**src/ctrl_defines.svh**
```systemverilog
`ifndef CTRL_DEFINES_SVH
`define CTRL_DEFINES_SVH

// ring geometry
`define CTX_NUM 4
`define PHASE_W 2

// datapath widths
`define ADDR_W 10
`define CNT_W 6
`define SIZE_W 32

// low bit of each context's iteration field in size_i
`define SIZE_LSB_0 0
`define SIZE_LSB_1 8
`define SIZE_LSB_2 16
`define SIZE_LSB_3 24

// output buffer blocks, 8 words each
`define OB_BASE_0 10'h000
`define OB_BASE_1 10'h008
`define OB_BASE_2 10'h010
`define OB_BASE_3 10'h018

// weight buffer blocks, 64 words each
`define WB_BASE_0 10'h000
`define WB_BASE_1 10'h040
`define WB_BASE_2 10'h080
`define WB_BASE_3 10'h0c0

// sweep limits
`define ML_LAST 63
`define EX_FROM 15

// last write-back step
`define OUT_LAST 7

`endif

```
**src/ctrl_pkg.sv**
```systemverilog
`default_nettype none

`include "ctrl_defines.svh"

package ctrl_pkg;

    // per-context job state
    typedef enum logic [2:0] {
        CTX_IDLE,
        CTX_START,
        CTX_CLEAR,
        CTX_ML,
        CTX_UPDATE,
        CTX_OUT,
        CTX_VALID
    } ctx_state_e;

    // slot index, counts down
    typedef logic [`PHASE_W-1:0] phase_t;

    // one context record as it circulates in the ring
    typedef struct packed {
        ctx_state_e          state;
        logic [`CNT_W-1:0]   iter;
        logic [`CNT_W-1:0]   cnt;
        logic [`ADDR_W-1:0]  ib_addr;
        logic [`ADDR_W-1:0]  ob_addr;
        logic                ob_wr;
        phase_t              ib_sel;
        logic [`ADDR_W-1:0]  wb_waddr;
        logic [`ADDR_W-1:0]  wb_raddr;
        logic                wb_wr;
        logic                wb_sel;
        logic [`ADDR_W-1:0]  kb_raddr;
        logic                ex_sel;
        logic [2:0]          ml_sel;
        logic                update;
        logic                ml_clr;
    } ctx_slot_t;

endpackage

`default_nettype wire

```
**src/phase_sequencer.sv**
```systemverilog
`timescale 1ns/1ps
`default_nettype none

`include "ctrl_defines.svh"

module phase_sequencer (
    input  wire logic                    clk_i,
    input  wire logic                    rst_ni,
    input  wire logic [`CTX_NUM-1:0]     start_i,
    input  wire logic [`SIZE_W-1:0]      size_i,
    input  wire ctrl_pkg::ctx_state_e    new_state_i,
    output ctrl_pkg::phase_t             phase_o,
    output logic                         start_sel_o,
    output logic [`CNT_W-1:0]            iter_init_o,
    output logic [`CTX_NUM-1:0]          valid_o
);

    import ctrl_pkg::*;

    localparam int SIZE_LSB [`CTX_NUM] = '{
        `SIZE_LSB_0,
        `SIZE_LSB_1,
        `SIZE_LSB_2,
        `SIZE_LSB_3
    };

    phase_t              phase_q;
    logic [`CTX_NUM-1:0] valid_q;

    // phase names the context leaving the last ring stage
    always_ff @(posedge clk_i or negedge rst_ni) begin
        if (!rst_ni) begin
            phase_q <= phase_t'(`CTX_NUM - 1);
        end else begin
            phase_q <= phase_q - 1'b1;
        end
    end

    assign start_sel_o = start_i[phase_q];
    assign iter_init_o = size_i[SIZE_LSB[phase_q] +: `CNT_W];

    // valid follows the state written back for this phase
    always_ff @(posedge clk_i or negedge rst_ni) begin
        if (!rst_ni) begin
            valid_q <= '0;
        end else if (new_state_i == CTX_VALID) begin
            valid_q[phase_q] <= 1'b1;
        end else if (new_state_i == CTX_IDLE) begin
            valid_q[phase_q] <= 1'b0;
        end
    end

    assign phase_o = phase_q;
    assign valid_o = valid_q;

    // ring rotation depends on a strict countdown
    a_phase_step: assert property (
        @(posedge clk_i) disable iff (!rst_ni)
        $past(rst_ni) |-> phase_q == phase_t'($past(phase_q) - 1'b1)
    ) else $error("phase did not step down by one");

endmodule

`default_nettype wire

```
**src/context_step.sv**
```systemverilog
`timescale 1ns/1ps
`default_nettype none

`include "ctrl_defines.svh"

module context_step (
    input  wire ctrl_pkg::phase_t        phase_i,
    input  wire logic                    start_sel_i,
    input  wire logic [`CNT_W-1:0]       iter_init_i,
    input  wire ctrl_pkg::ctx_slot_t     slot_i,
    output ctrl_pkg::ctx_slot_t          slot_o
);

    import ctrl_pkg::*;

    // bump the in-block offset, keep the block
    function automatic logic [`ADDR_W-1:0] inc_low(input logic [`ADDR_W-1:0] addr);
        return {addr[`ADDR_W-1:`CNT_W], addr[`CNT_W-1:0] + 1'b1};
    endfunction

    // common advance of a clear or sweep step
    function automatic ctx_slot_t sweep_step(input ctx_slot_t s);
        ctx_slot_t r;
        r          = s;
        r.wb_waddr = inc_low(s.wb_waddr);
        r.wb_raddr = inc_low(s.wb_raddr);
        r.kb_raddr = inc_low(s.kb_raddr);
        r.cnt      = s.cnt + 1'b1;
        r.wb_wr    = 1'b1;
        return r;
    endfunction

    always_comb begin
        slot_o        = slot_i;
        slot_o.ob_wr  = 1'b0;
        slot_o.wb_wr  = 1'b0;
        slot_o.wb_sel = 1'b0;
        slot_o.ex_sel = 1'b0;
        slot_o.ml_sel = '0;
        slot_o.update = 1'b0;
        slot_o.ml_clr = 1'b0;

        unique case (slot_i.state)
            CTX_IDLE: begin
                slot_o.iter     = iter_init_i;
                slot_o.cnt      = '0;
                slot_o.ib_addr  = '0;
                slot_o.ib_sel   = phase_i;
                slot_o.ob_addr  = {slot_i.ob_addr[`ADDR_W-1:3], 3'b000};
                slot_o.wb_waddr = {slot_i.wb_waddr[`ADDR_W-1:`CNT_W], {`CNT_W{1'b0}}};
                slot_o.wb_raddr = {slot_i.wb_raddr[`ADDR_W-1:`CNT_W], {`CNT_W{1'b0}}};
                slot_o.kb_raddr = '0;
                slot_o.state    = start_sel_i ? CTX_START : CTX_IDLE;
            end

            CTX_START: begin
                // reads start one behind so the first sweep step lands on word 0
                slot_o.wb_waddr = {slot_i.wb_waddr[`ADDR_W-1:`CNT_W], {`CNT_W{1'b0}}};
                slot_o.wb_raddr = {slot_i.wb_raddr[`ADDR_W-1:`CNT_W], {`CNT_W{1'b1}}};
                slot_o.kb_raddr = {slot_i.kb_raddr[`ADDR_W-1:`CNT_W], {`CNT_W{1'b1}}};
                slot_o.wb_wr    = 1'b1;
                slot_o.ml_clr   = 1'b1;
                slot_o.state    = CTX_CLEAR;
            end

            CTX_CLEAR: begin
                slot_o         = sweep_step(slot_o);
                slot_o.ib_addr = slot_i.ib_addr + 1'b1;
                slot_o.ml_clr  = 1'b1;
                slot_o.state   = CTX_ML;
            end

            CTX_ML: begin
                slot_o = sweep_step(slot_o);
                // tail of the sweep takes the external operand
                if (slot_i.cnt >= `EX_FROM && slot_i.cnt != `ML_LAST) begin
                    slot_o.ex_sel = 1'b1;
                    slot_o.wb_sel = 1'b1;
                end else begin
                    slot_o.ib_addr = slot_i.ib_addr + 1'b1;
                end
                if (slot_i.cnt == `ML_LAST) begin
                    slot_o.state = (slot_i.iter == '0) ? CTX_OUT : CTX_UPDATE;
                end else begin
                    slot_o.state = CTX_ML;
                end
            end

            CTX_UPDATE: begin
                slot_o         = sweep_step(slot_o);
                slot_o.ib_addr = slot_i.ib_addr + 1'b1;
                slot_o.iter    = slot_i.iter - 1'b1;
                slot_o.update  = 1'b1;
                slot_o.state   = CTX_ML;
            end

            CTX_OUT: begin
                slot_o.ob_wr   = 1'b1;
                slot_o.ob_addr = {slot_i.ob_addr[`ADDR_W-1:3], slot_i.cnt[2:0]};
                slot_o.ml_sel  = slot_i.cnt[2:0];
                slot_o.update  = (slot_i.cnt == '0);
                slot_o.cnt     = slot_i.cnt + 1'b1;
                slot_o.state   = (slot_i.cnt == `OUT_LAST) ? CTX_VALID : CTX_OUT;
            end

            CTX_VALID: begin
                // held until the host drops start
                slot_o.state = start_sel_i ? CTX_VALID : CTX_IDLE;
            end

            default: begin
                slot_o.state = CTX_IDLE;
            end
        endcase
    end

    // a slot coming back with a write has just left write-back
    always_comb begin
        if (slot_i.ob_wr) begin
            a_ob_wr_in_out: assert (slot_i.state inside {CTX_OUT, CTX_VALID})
                else $error("output write outside write-back");
        end
    end

endmodule

`default_nettype wire

```
**src/context_ring.sv**
```systemverilog
`timescale 1ns/1ps
`default_nettype none

`include "ctrl_defines.svh"

module context_ring (
    input  wire logic                  clk_i,
    input  wire logic                  rst_ni,
    input  wire ctrl_pkg::ctx_slot_t   slot_i,
    output ctrl_pkg::ctx_slot_t        slot_o,
    output logic [`ADDR_W-1:0]         ib_raddr_o,
    output ctrl_pkg::phase_t           ib_sel_o,
    output logic [`ADDR_W-1:0]         ob_addr_o,
    output logic                       ob_wr_o,
    output logic [`ADDR_W-1:0]         wb_waddr_o,
    output logic [`ADDR_W-1:0]         wb_raddr_o,
    output logic                       wb_wr_o,
    output logic                       wb_sel_o,
    output logic [`ADDR_W-1:0]         kb_raddr_o,
    output logic                       ex_sel_o,
    output logic [2:0]                 ml_sel_o,
    output logic                       update_o,
    output logic                       ml_clr_o
);

    import ctrl_pkg::*;

    localparam logic [`ADDR_W-1:0] OB_BASE [`CTX_NUM] = '{
        `OB_BASE_0,
        `OB_BASE_1,
        `OB_BASE_2,
        `OB_BASE_3
    };

    localparam logic [`ADDR_W-1:0] WB_BASE [`CTX_NUM] = '{
        `WB_BASE_0,
        `WB_BASE_1,
        `WB_BASE_2,
        `WB_BASE_3
    };

    ctx_slot_t slot_q [`CTX_NUM];

    // idle record of context k, holding its buffer blocks
    function automatic ctx_slot_t reset_slot(input int k);
        ctx_slot_t s;
        s          = '0;
        s.state    = CTX_IDLE;
        s.ob_addr  = OB_BASE[k];
        s.wb_waddr = WB_BASE[k];
        s.wb_raddr = WB_BASE[k];
        return s;
    endfunction

    // stage k holds context k out of reset
    always_ff @(posedge clk_i or negedge rst_ni) begin
        if (!rst_ni) begin
            for (int k = 0; k < `CTX_NUM; k++) begin
                slot_q[k] <= reset_slot(k);
            end
        end else begin
            slot_q[0] <= slot_i;
            for (int k = 1; k < `CTX_NUM; k++) begin
                slot_q[k] <= slot_q[k-1];
            end
        end
    end

    assign slot_o = slot_q[`CTX_NUM-1];

    // read addresses leave at stage 0
    assign ib_raddr_o = slot_q[0].ib_addr;
    assign wb_raddr_o = slot_q[0].wb_raddr;
    assign kb_raddr_o = slot_q[0].kb_raddr;

    // one cycle later, operand selects and weight write
    assign ib_sel_o   = slot_q[1].ib_sel;
    assign wb_waddr_o = slot_q[1].wb_waddr;
    assign wb_wr_o    = slot_q[1].wb_wr;
    assign wb_sel_o   = slot_q[1].wb_sel;
    assign ex_sel_o   = slot_q[1].ex_sel;
    assign update_o   = slot_q[1].update;
    assign ml_clr_o   = slot_q[1].ml_clr;

    // write-back at stage 2
    assign ob_addr_o  = slot_q[2].ob_addr;
    assign ob_wr_o    = slot_q[2].ob_wr;
    assign ml_sel_o   = slot_q[2].ml_sel;

    // a context never writes weights and outputs in the same step
    a_wr_exclusive: assert property (
        @(posedge clk_i) disable iff (!rst_ni)
        !(slot_q[0].ob_wr && slot_q[0].wb_wr)
    ) else $error("output and weight write in one slot");

endmodule

`default_nettype wire

```
**src/barrel_controller.sv**
```systemverilog
`timescale 1ns/1ps
`default_nettype none

`include "ctrl_defines.svh"

module barrel_controller (
    input  wire logic                  clk_i,
    input  wire logic                  rst_ni,
    input  wire logic [`CTX_NUM-1:0]   start_i,
    input  wire logic [`SIZE_W-1:0]    size_i,
    output logic [`CTX_NUM-1:0]        valid_o,
    output logic [`ADDR_W-1:0]         ib_raddr_o,
    output ctrl_pkg::phase_t           ib_sel_o,
    output logic [`ADDR_W-1:0]         ob_addr_o,
    output logic                       ob_wr_o,
    output logic [`ADDR_W-1:0]         wb_waddr_o,
    output logic [`ADDR_W-1:0]         wb_raddr_o,
    output logic                       wb_wr_o,
    output logic                       wb_sel_o,
    output logic [`ADDR_W-1:0]         kb_raddr_o,
    output logic                       ex_sel_o,
    output logic [2:0]                 ml_sel_o,
    output logic                       update_o,
    output logic                       ml_clr_o
);

    import ctrl_pkg::*;

    phase_t            phase;
    logic              start_sel;
    logic [`CNT_W-1:0] iter_init;
    ctx_slot_t         ring_out;
    ctx_slot_t         step_out;

    phase_sequencer u_phase_sequencer (
        .clk_i       (clk_i),
        .rst_ni      (rst_ni),
        .start_i     (start_i),
        .size_i      (size_i),
        .new_state_i (step_out.state),
        .phase_o     (phase),
        .start_sel_o (start_sel),
        .iter_init_o (iter_init),
        .valid_o     (valid_o)
    );

    // shared next-state logic for all contexts
    context_step u_context_step (
        .phase_i     (phase),
        .start_sel_i (start_sel),
        .iter_init_i (iter_init),
        .slot_i      (ring_out),
        .slot_o      (step_out)
    );

    context_ring u_context_ring (
        .clk_i      (clk_i),
        .rst_ni     (rst_ni),
        .slot_i     (step_out),
        .slot_o     (ring_out),
        .ib_raddr_o (ib_raddr_o),
        .ib_sel_o   (ib_sel_o),
        .ob_addr_o  (ob_addr_o),
        .ob_wr_o    (ob_wr_o),
        .wb_waddr_o (wb_waddr_o),
        .wb_raddr_o (wb_raddr_o),
        .wb_wr_o    (wb_wr_o),
        .wb_sel_o   (wb_sel_o),
        .kb_raddr_o (kb_raddr_o),
        .ex_sel_o   (ex_sel_o),
        .ml_sel_o   (ml_sel_o),
        .update_o   (update_o),
        .ml_clr_o   (ml_clr_o)
    );

endmodule

`default_nettype wire

```
**config.mk**
```make
export PLATFORM = sky130hd
export DESIGN_NAME = barrel_controller
export DESIGN_NICKNAME = d
export VERILOG_FILES = /design/src/ctrl_pkg.sv /design/src/phase_sequencer.sv /design/src/context_step.sv /design/src/context_ring.sv /design/src/barrel_controller.sv
export VERILOG_INCLUDE_DIRS = /design/src /design/src/src
export SDC_FILE = /design/constraint.sdc
export NUM_CORES = 1
export LEC_CHECK = 0
export BUFFER_PORTS_ARGS = -buffer_cell sky130_fd_sc_hd__buf_2
export CAP_MARGIN = 30
export CORE_MARGIN = 2
export CORE_UTILIZATION = 40
export DETAILED_ROUTE_END_ITERATION = 10
export GPL_TIMING_DRIVEN = 1
export RECOVER_POWER = 25
export SLEW_MARGIN = 15
export SYNTH_ARGS = -nofsm -noshare
export SYNTH_HDL_FRONTEND = slang
export SYNTH_SLANG_ARGS = --single-unit
```
**constraint.sdc**
```tcl
create_clock -name clk_i -period 2 [get_ports clk_i]
set_input_delay 0.4 -clock clk_i [delete_from_list [all_inputs] [get_ports clk_i]]
set_output_delay 0.4 -clock clk_i [all_outputs]
set_load 0.005 [all_outputs]
```
==> results.toml, run 1 <==
[floorplan]
die_height_um = 161
initial_utilization = 0.406
row_count = 57
core_mm2 = 0.0242
die_area_mm2 = 0.0258
boundaryPins = 103
die_w_um = 161

[setup_path]
r2r-start = "u_phase_sequencer.phase_o[0]"
crit_fanout = 5
crit_path_top_delay_cell = "dfstp_2"
crit_family = "flip-flops"
required_ns = 2.41
reg2reg_slack_ns = -0.01
startpoint_type = "register"
crit_path_end_kind = "register"
max_stage_delay_ns = 0.54
critPathBufInv = 0
crit_type = "register to register"
cp.arrival_ns = 2.42
r2r.worst_path.cells = 5
path_cells = "mux4_2 -> and2_4 -> a22oi_2 -> nor2_2 -> a221o_1"

[global_route]
grt_max_degree = 71
grt_pass1_wl_um = 28600
grt_usage = 0.136
antenna_found_initial = 0
grt-ovfl-total = 0
grt_pass1_vias = 5419

[clocking]
path_clk_slew_ns = 0.06
cts_setup_buffers = 0
root_buffer = "clkbuf_16"
cts_made_buffers = 29
cts_sinks = 294
cts_tree = "done"
max-clock-path-buffers = 3
htreeDepth = 1
clock_latency_ns = 0.53

[timing]
finalSetupViolations = 1
worst_slack_ns = -0.0102
fin_crit_ns = 2.01
fin_skew_ns = 0.00971
fmax_mhz = 497
setup_tns_ns = -0.0102
tightest_slew_ns = 0.467
max_slew_margin = 0.688
rsz0062_at_grt = "true"
hold_slack_ns = 0.320
finalHoldViolations = 0
fin_crit_sh = 1.01
drv_slew = 0

[placed_design]
place_inst = 1031
gp_congestion = 0.798
io_buffer_count = 94
dp_slack_ns = -0.00618
detailed_place_hpwl_um = 10900

[detailed_routing]
drc = 0
vias = 5212
drt_iter0_drc = 356
routed_via_density = 4.81
wl_per_cell_um = 15.6
ant_nets = 0
wirelength_um = 16900
drt_pass1_iterations = 4

[finish]
nNetsFinal = 789
n_antenna_cell = 0
fin_cells = 1084
area_delta_synth_final_pct = 16.3
drive_gt1_frac = 0.264

[synth]
yosysWarnings = 0
syn_area_per_cell_um2 = 14.8
synth_seq_area_share = 0.751
yosysUniqueCellTypes = 53
ys_ff_latch = 294
syn_area_mm2 = 0.00981
syn_nets = 714
netlist_instances = 664

[power_and_ir_drop]
power.leakage_nw = 5.63
ir_worst_vdd_mv = 0.633
power.total_mw = 14.2
powerDensity_mw_per_mm2 = 1250

[flow_run]
drv_cap = 0

[min_path]
hp-class = "input port to asynchronous set/reset pin"

[outcome]
status = "finished, violations left"
violations = "negative setup slack"
==> cell type report <==
cell class	count	area, um^2
well taps	324	405
repair buffers	125	766
flip-flops and latches	294	7370
fillers	2094	12800
clock inverters	8	43.8
multi-input cells	275	1900
clock buffers	44	872
inverters	14	52.6
==> cells in the mapped netlist, drive strengths merged <==
master / count / area share
a211oi: 6 / 0.0051
a21o: 8 / 0.0061
a21oi: 36 / 0.019
a221o: 6 / 0.0061
a221oi: 4 / 0.0036
a22oi: 2 / 0.0020
a311oi: 4 / 0.0042
a31oi: 11 / 0.0070
and2: 7 / 0.0047
and3: 8 / 0.0051
and4: 1 / 0.00089
buf: 63 / 0.047
clkbuf: 18 / 0.0069
dfrtp: 280 / 0.71
dfstp: 14 / 0.037
ha: 12 / 0.015
inv: 14 / 0.0054
mux2i: 9 / 0.0092
mux4: 7 / 0.018
nand2: 31 / 0.012
nand2b: 3 / 0.0019
nand3: 16 / 0.0082
nand3b: 1 / 0.00077
nand4: 4 / 0.0025
nor2: 17 / 0.0068
nor2b: 8 / 0.0051
nor3: 10 / 0.0051
nor3b: 2 / 0.0015
o2111ai: 1 / 0.0015
o211a: 1 / 0.0010
o211ai: 1 / 0.00077
o21ai: 36 / 0.019
o21bai: 2 / 0.0015
o22ai: 9 / 0.0057
o31ai: 3 / 0.0023
o41ai: 1 / 0.0017
or2: 2 / 0.0013
or3: 1 / 0.00064
xnor2: 2 / 0.0018
xor2: 3 / 0.0027
==> how the worst max path moves through the flow <==
stage	start	to	slack, ns	depth (start not counted)
6_report	u_phase_sequencer.phase_o[0]	register	-0.01	5
5_1_grt	u_phase_sequencer.phase_o[0]	register	-0.06	5
4_1_cts	u_phase_sequencer.phase_o[0]	register	-0.01	5
3_5_place_dp	u_phase_sequencer.phase_o[0]	register	-0.006	5
3_3_place_gp	u_phase_sequencer.phase_o[0]	register	0.05	5
2_1_floorplan	u_phase_sequencer.phase_o[0]	register	-0.01	6
==> power breakdown <==
part	leakage (nW)	internal [mW]	switching, mW
clock network	0.461	2.99	2.08
logic	1.46	0.753	0.899
registers	3.71	6.91	0.591
==> flip-flops by register name, summed over array words and instances (netlist names), named ones only <==
register	cells
u_context_ring.slot_q	161
u_context_ring.ob_addr_o	10
u_context_ring.ib_raddr_o	10
u_context_ring.wb_raddr_o	10
u_context_ring.slot_o	67
u_context_ring.ml_sel_o	3
u_context_ring.wb_wr_o	1
u_context_ring.ob_wr_o	1
u_context_ring.wb_sel_o	1
u_context_ring.kb_raddr_o	10
u_context_ring.ib_sel_o	2
u_phase_sequencer.phase_o	2
u_context_ring.wb_waddr_o	10
u_context_ring.update_o	1
u_context_ring.ml_clr_o	1
==> logic make-up after synthesis <==
group,synth area share
AO/OA/AOI/OAI,0.0862
buffers and inverters,0.0590
XOR/XNOR,0.00446
AND/OR/NAND/NOR,0.0564
multiplexers,0.0272
flip-flops,0.751
adder cells (fa/ha/maj),0.0153
==> cell usage in the layout, fill, tap and decap left out, types with 8 or more instances in the layout <==
cell and n:
o21ai_1 11, clkbuf_16 29, dfstp_2 14, mux2i_1 9, nand2_1 31, nor3_1 10, ha_1 12, a21o_1 8
o21ai_0 23, nand3_1 16, o22ai_1 9, buf_4 26, a31oi_1 11, buf_2 93, clkbuf_8 9, dfrtp_1 280
nor2_1 15, nor2b_1 8, inv_1 12, a21oi_1 35
==> metal layers <==
layer,GRT usage,vias to the layer above,part of all wire
li1,-,2375,-
met1,0.202,2679,0.48
met2,0.209,132,0.46
met3,0.0269,26,0.045
met4,0.0319,0,0.016
met5,0,-,0
==> timing repair <==
item	CTS	global route
hold endpoints to repair	26	0
hold buffers	1	0
endpoints found under the setup margin	4	6
gates resized for setup	1	5
cloned	0	0
pin swaps	0	0
==> stage by stage <==
step	util	area, um^2
global placement	0.432	10500
floorplan	-	9810
CTS	0.471	11400
detailed placement	0.432	10500
global route	0.472	11400
finish	0.472	11400
No activity file was read; power rests on OpenSTA's default activity.
==> inputs of run 2 (changes only) <==
--- a/config.mk
+++ b/config.mk
@@ -12,6 +12,7 @@
 export CORE_UTILIZATION = 40
 export DETAILED_ROUTE_END_ITERATION = 10
 export GPL_TIMING_DRIVEN = 1
+export MAX_ROUTING_LAYER = met4
 export RECOVER_POWER = 25
 export SLEW_MARGIN = 15
 export SYNTH_ARGS = -nofsm -noshare
==> results.toml, run 2 (synthesis gave the netlist of run 1 again) <==
[finish]
final_common_cell = "dfrtp_1"
design_area_mm2 = 0.0114
area_delta_synth_final_pct = 16.3
layout_common_cells = "280 x dfrtp_1, 93 x buf_2, 35 x a21oi_1"
n_antenna_cell = 0
drive_gt1_frac = 0.264
regMostFlops = "u_context_ring.slot_q"
fin_cells = 1084
nNetsFinal = 789
largest_reg_flops = 161

[setup_path]
required_ns = 2.40
crit_path_end_kind = "register"
startpoint_type = "register"
crit_path_top_delay_cell = "dfstp_2"
crit_type = "register to register"
cp.arrival_ns = 2.41
crit_fanout = 4
path_cells = "mux4_2 -> and2_4 -> o21ai_4 -> o2111ai_4 -> a221o_1"
crit_family = "compound AO/OA/AOI/OAI gates"
max_stage_delay_ns = 0.54
critPathBufInv = 0

[detailed_routing]
routed_via_density = 4.80
drt_iter0_drc = 379
wirelength_um = 16900
ant_nets = 0
wl_per_cell_um = 15.6
vias = 5207
drt_pass1_iterations = 4
drc = 0

[placed_design]
detailed_place_hpwl_um = 10900
io_buffer_count = 94
place_inst = 1031
postPlaceCellArea_mm2 = 0.0105
gp_congestion = 0.809

[floorplan]
row_count = 57
core_mm2 = 0.0242
die_height_um = 161
initial_utilization = 0.406
boundaryPins = 103
die_area_mm2 = 0.0258
die_w_um = 161

[global_route]
grt_pass1_vias = 5416
antenna_found_initial = 0
grt-ovfl-total = 0
grt_pass1_wl_um = 28600
grt_max_degree = 71
grt_usage = 0.140

[power_and_ir_drop]
power.internal_mw = 10.6
swShare = 0.251
power.leakage_nw = 5.63
power.total_mw = 14.2
total_switching_power_mw = 3.57
p_clk_frac = 0.356
ir_worst_vdd_mv = 0.633
seq_power_share = 0.528
pwr-share-comb = 0.116
powerDensity_mw_per_mm2 = 1250

[timing]
finalHoldViolations = 0
tightest_slew_ns = 0.468
max_slew_margin = 0.688
worst_slack_ns = -0.0105
fin_crit_ns = 2.01
rsz0062_at_grt = "true"
drv_slew = 0
setup_tns_ns = -0.0105
finalSetupViolations = 1
fmax_mhz = 497
fin_skew_ns = 0.0122
fin_crit_sh = 1.01

[outcome]
status = "finished, violations left"
violations = "negative setup slack"

[clocking]
clock_latency_ns = 0.53
cts_tree = "done"
cts_made_buffers = 29
max-clock-path-buffers = 3
root_buffer = "clkbuf_16"
path_clk_slew_ns = 0.06
cts_setup_buffers = 0
cts_sinks = 294
htreeDepth = 1

[min_path]
hp-class = "input port to asynchronous set/reset pin"

[flow_run]
drv_cap = 0
-- run 2: cell counts in the layout (fill, tap and decap cells not counted) --
No cell type changed its count.
-- run 2: layout make-up --
| class | count | area (um^2) |
|---|---|---|
| inverters | 14 | 52.6 |
| fillers | 2094 | 12800 |
| clock inverters | 8 | 43.8 |
| repair buffers | 125 | 766 |
| multi-input cells | 275 | 1900 |
| clock buffers | 44 | 872 |
| well taps | 324 | 405 |
| flip-flops and latches | 294 | 7370 |
-- run 2: final timing paths --
check,slack [ns],cells past startpoint,startpoint,to
max,-0.01,5,u_phase_sequencer.phase_o[0],register
min,0.32,2,rst_ni,u_context_ring.slot_q[202]
max reg2reg,-0.01,5,u_phase_sequencer.phase_o[0],register
min reg2reg,0.34,0,u_context_ring.slot_q[130],u_context_ring.slot_o[54]
max in group asynchronous,1.03,3,rst_ni,u_context_ring.ib_sel_o[1]
min in group clk_i,0.34,0,u_context_ring.slot_q[130],u_context_ring.slot_o[54]
-- run 2: metrics by stage --
stage / hold slack, ns / setup WS [ns] / util
6_report: 0.321 / -0.0105 / 0.472
3_3_place_gp: 0.271 / 0.0473 / 0.432
2_1_floorplan: 0.104 / -0.0144 / -
4_1_cts: 0.312 / -0.0149 / 0.471
5_1_grt: 0.325 / -0.0617 / 0.472
3_5_place_dp: 0.283 / -0.00618 / 0.432
-- run 2: repair_timing --
item | CTS | global route
gates cloned | 0 | 0
pin swaps | 0 | 0
hold endpoints to repair | 26 | 0
hold buffers | 1 | 0
resized for setup | 1 | 5
endpoints found under the setup margin | 4 | 6
-- run 2: power by group through the flow --
stage               combinational, mW  sequential (mW)  clock [mW]
floorplan                        1.23             7.39           0
global placement                 1.58             7.55           0
detailed placement               1.63             7.59           0
CTS                              1.66             7.51        5.23
global route                     1.89             7.63        5.52
finish                           1.65             7.50        5.06
-- run 2: routing by layer --
metal	wire, um	part of all wire	GRT usage	vias up
li1	-	-	-	2374
met1	8130	0.48	0.201	2660
met2	7750	0.46	0.210	148
met3	802	0.047	0.0263	25
met4	226	0.013	0.0319	0
met5	0	0	-	-
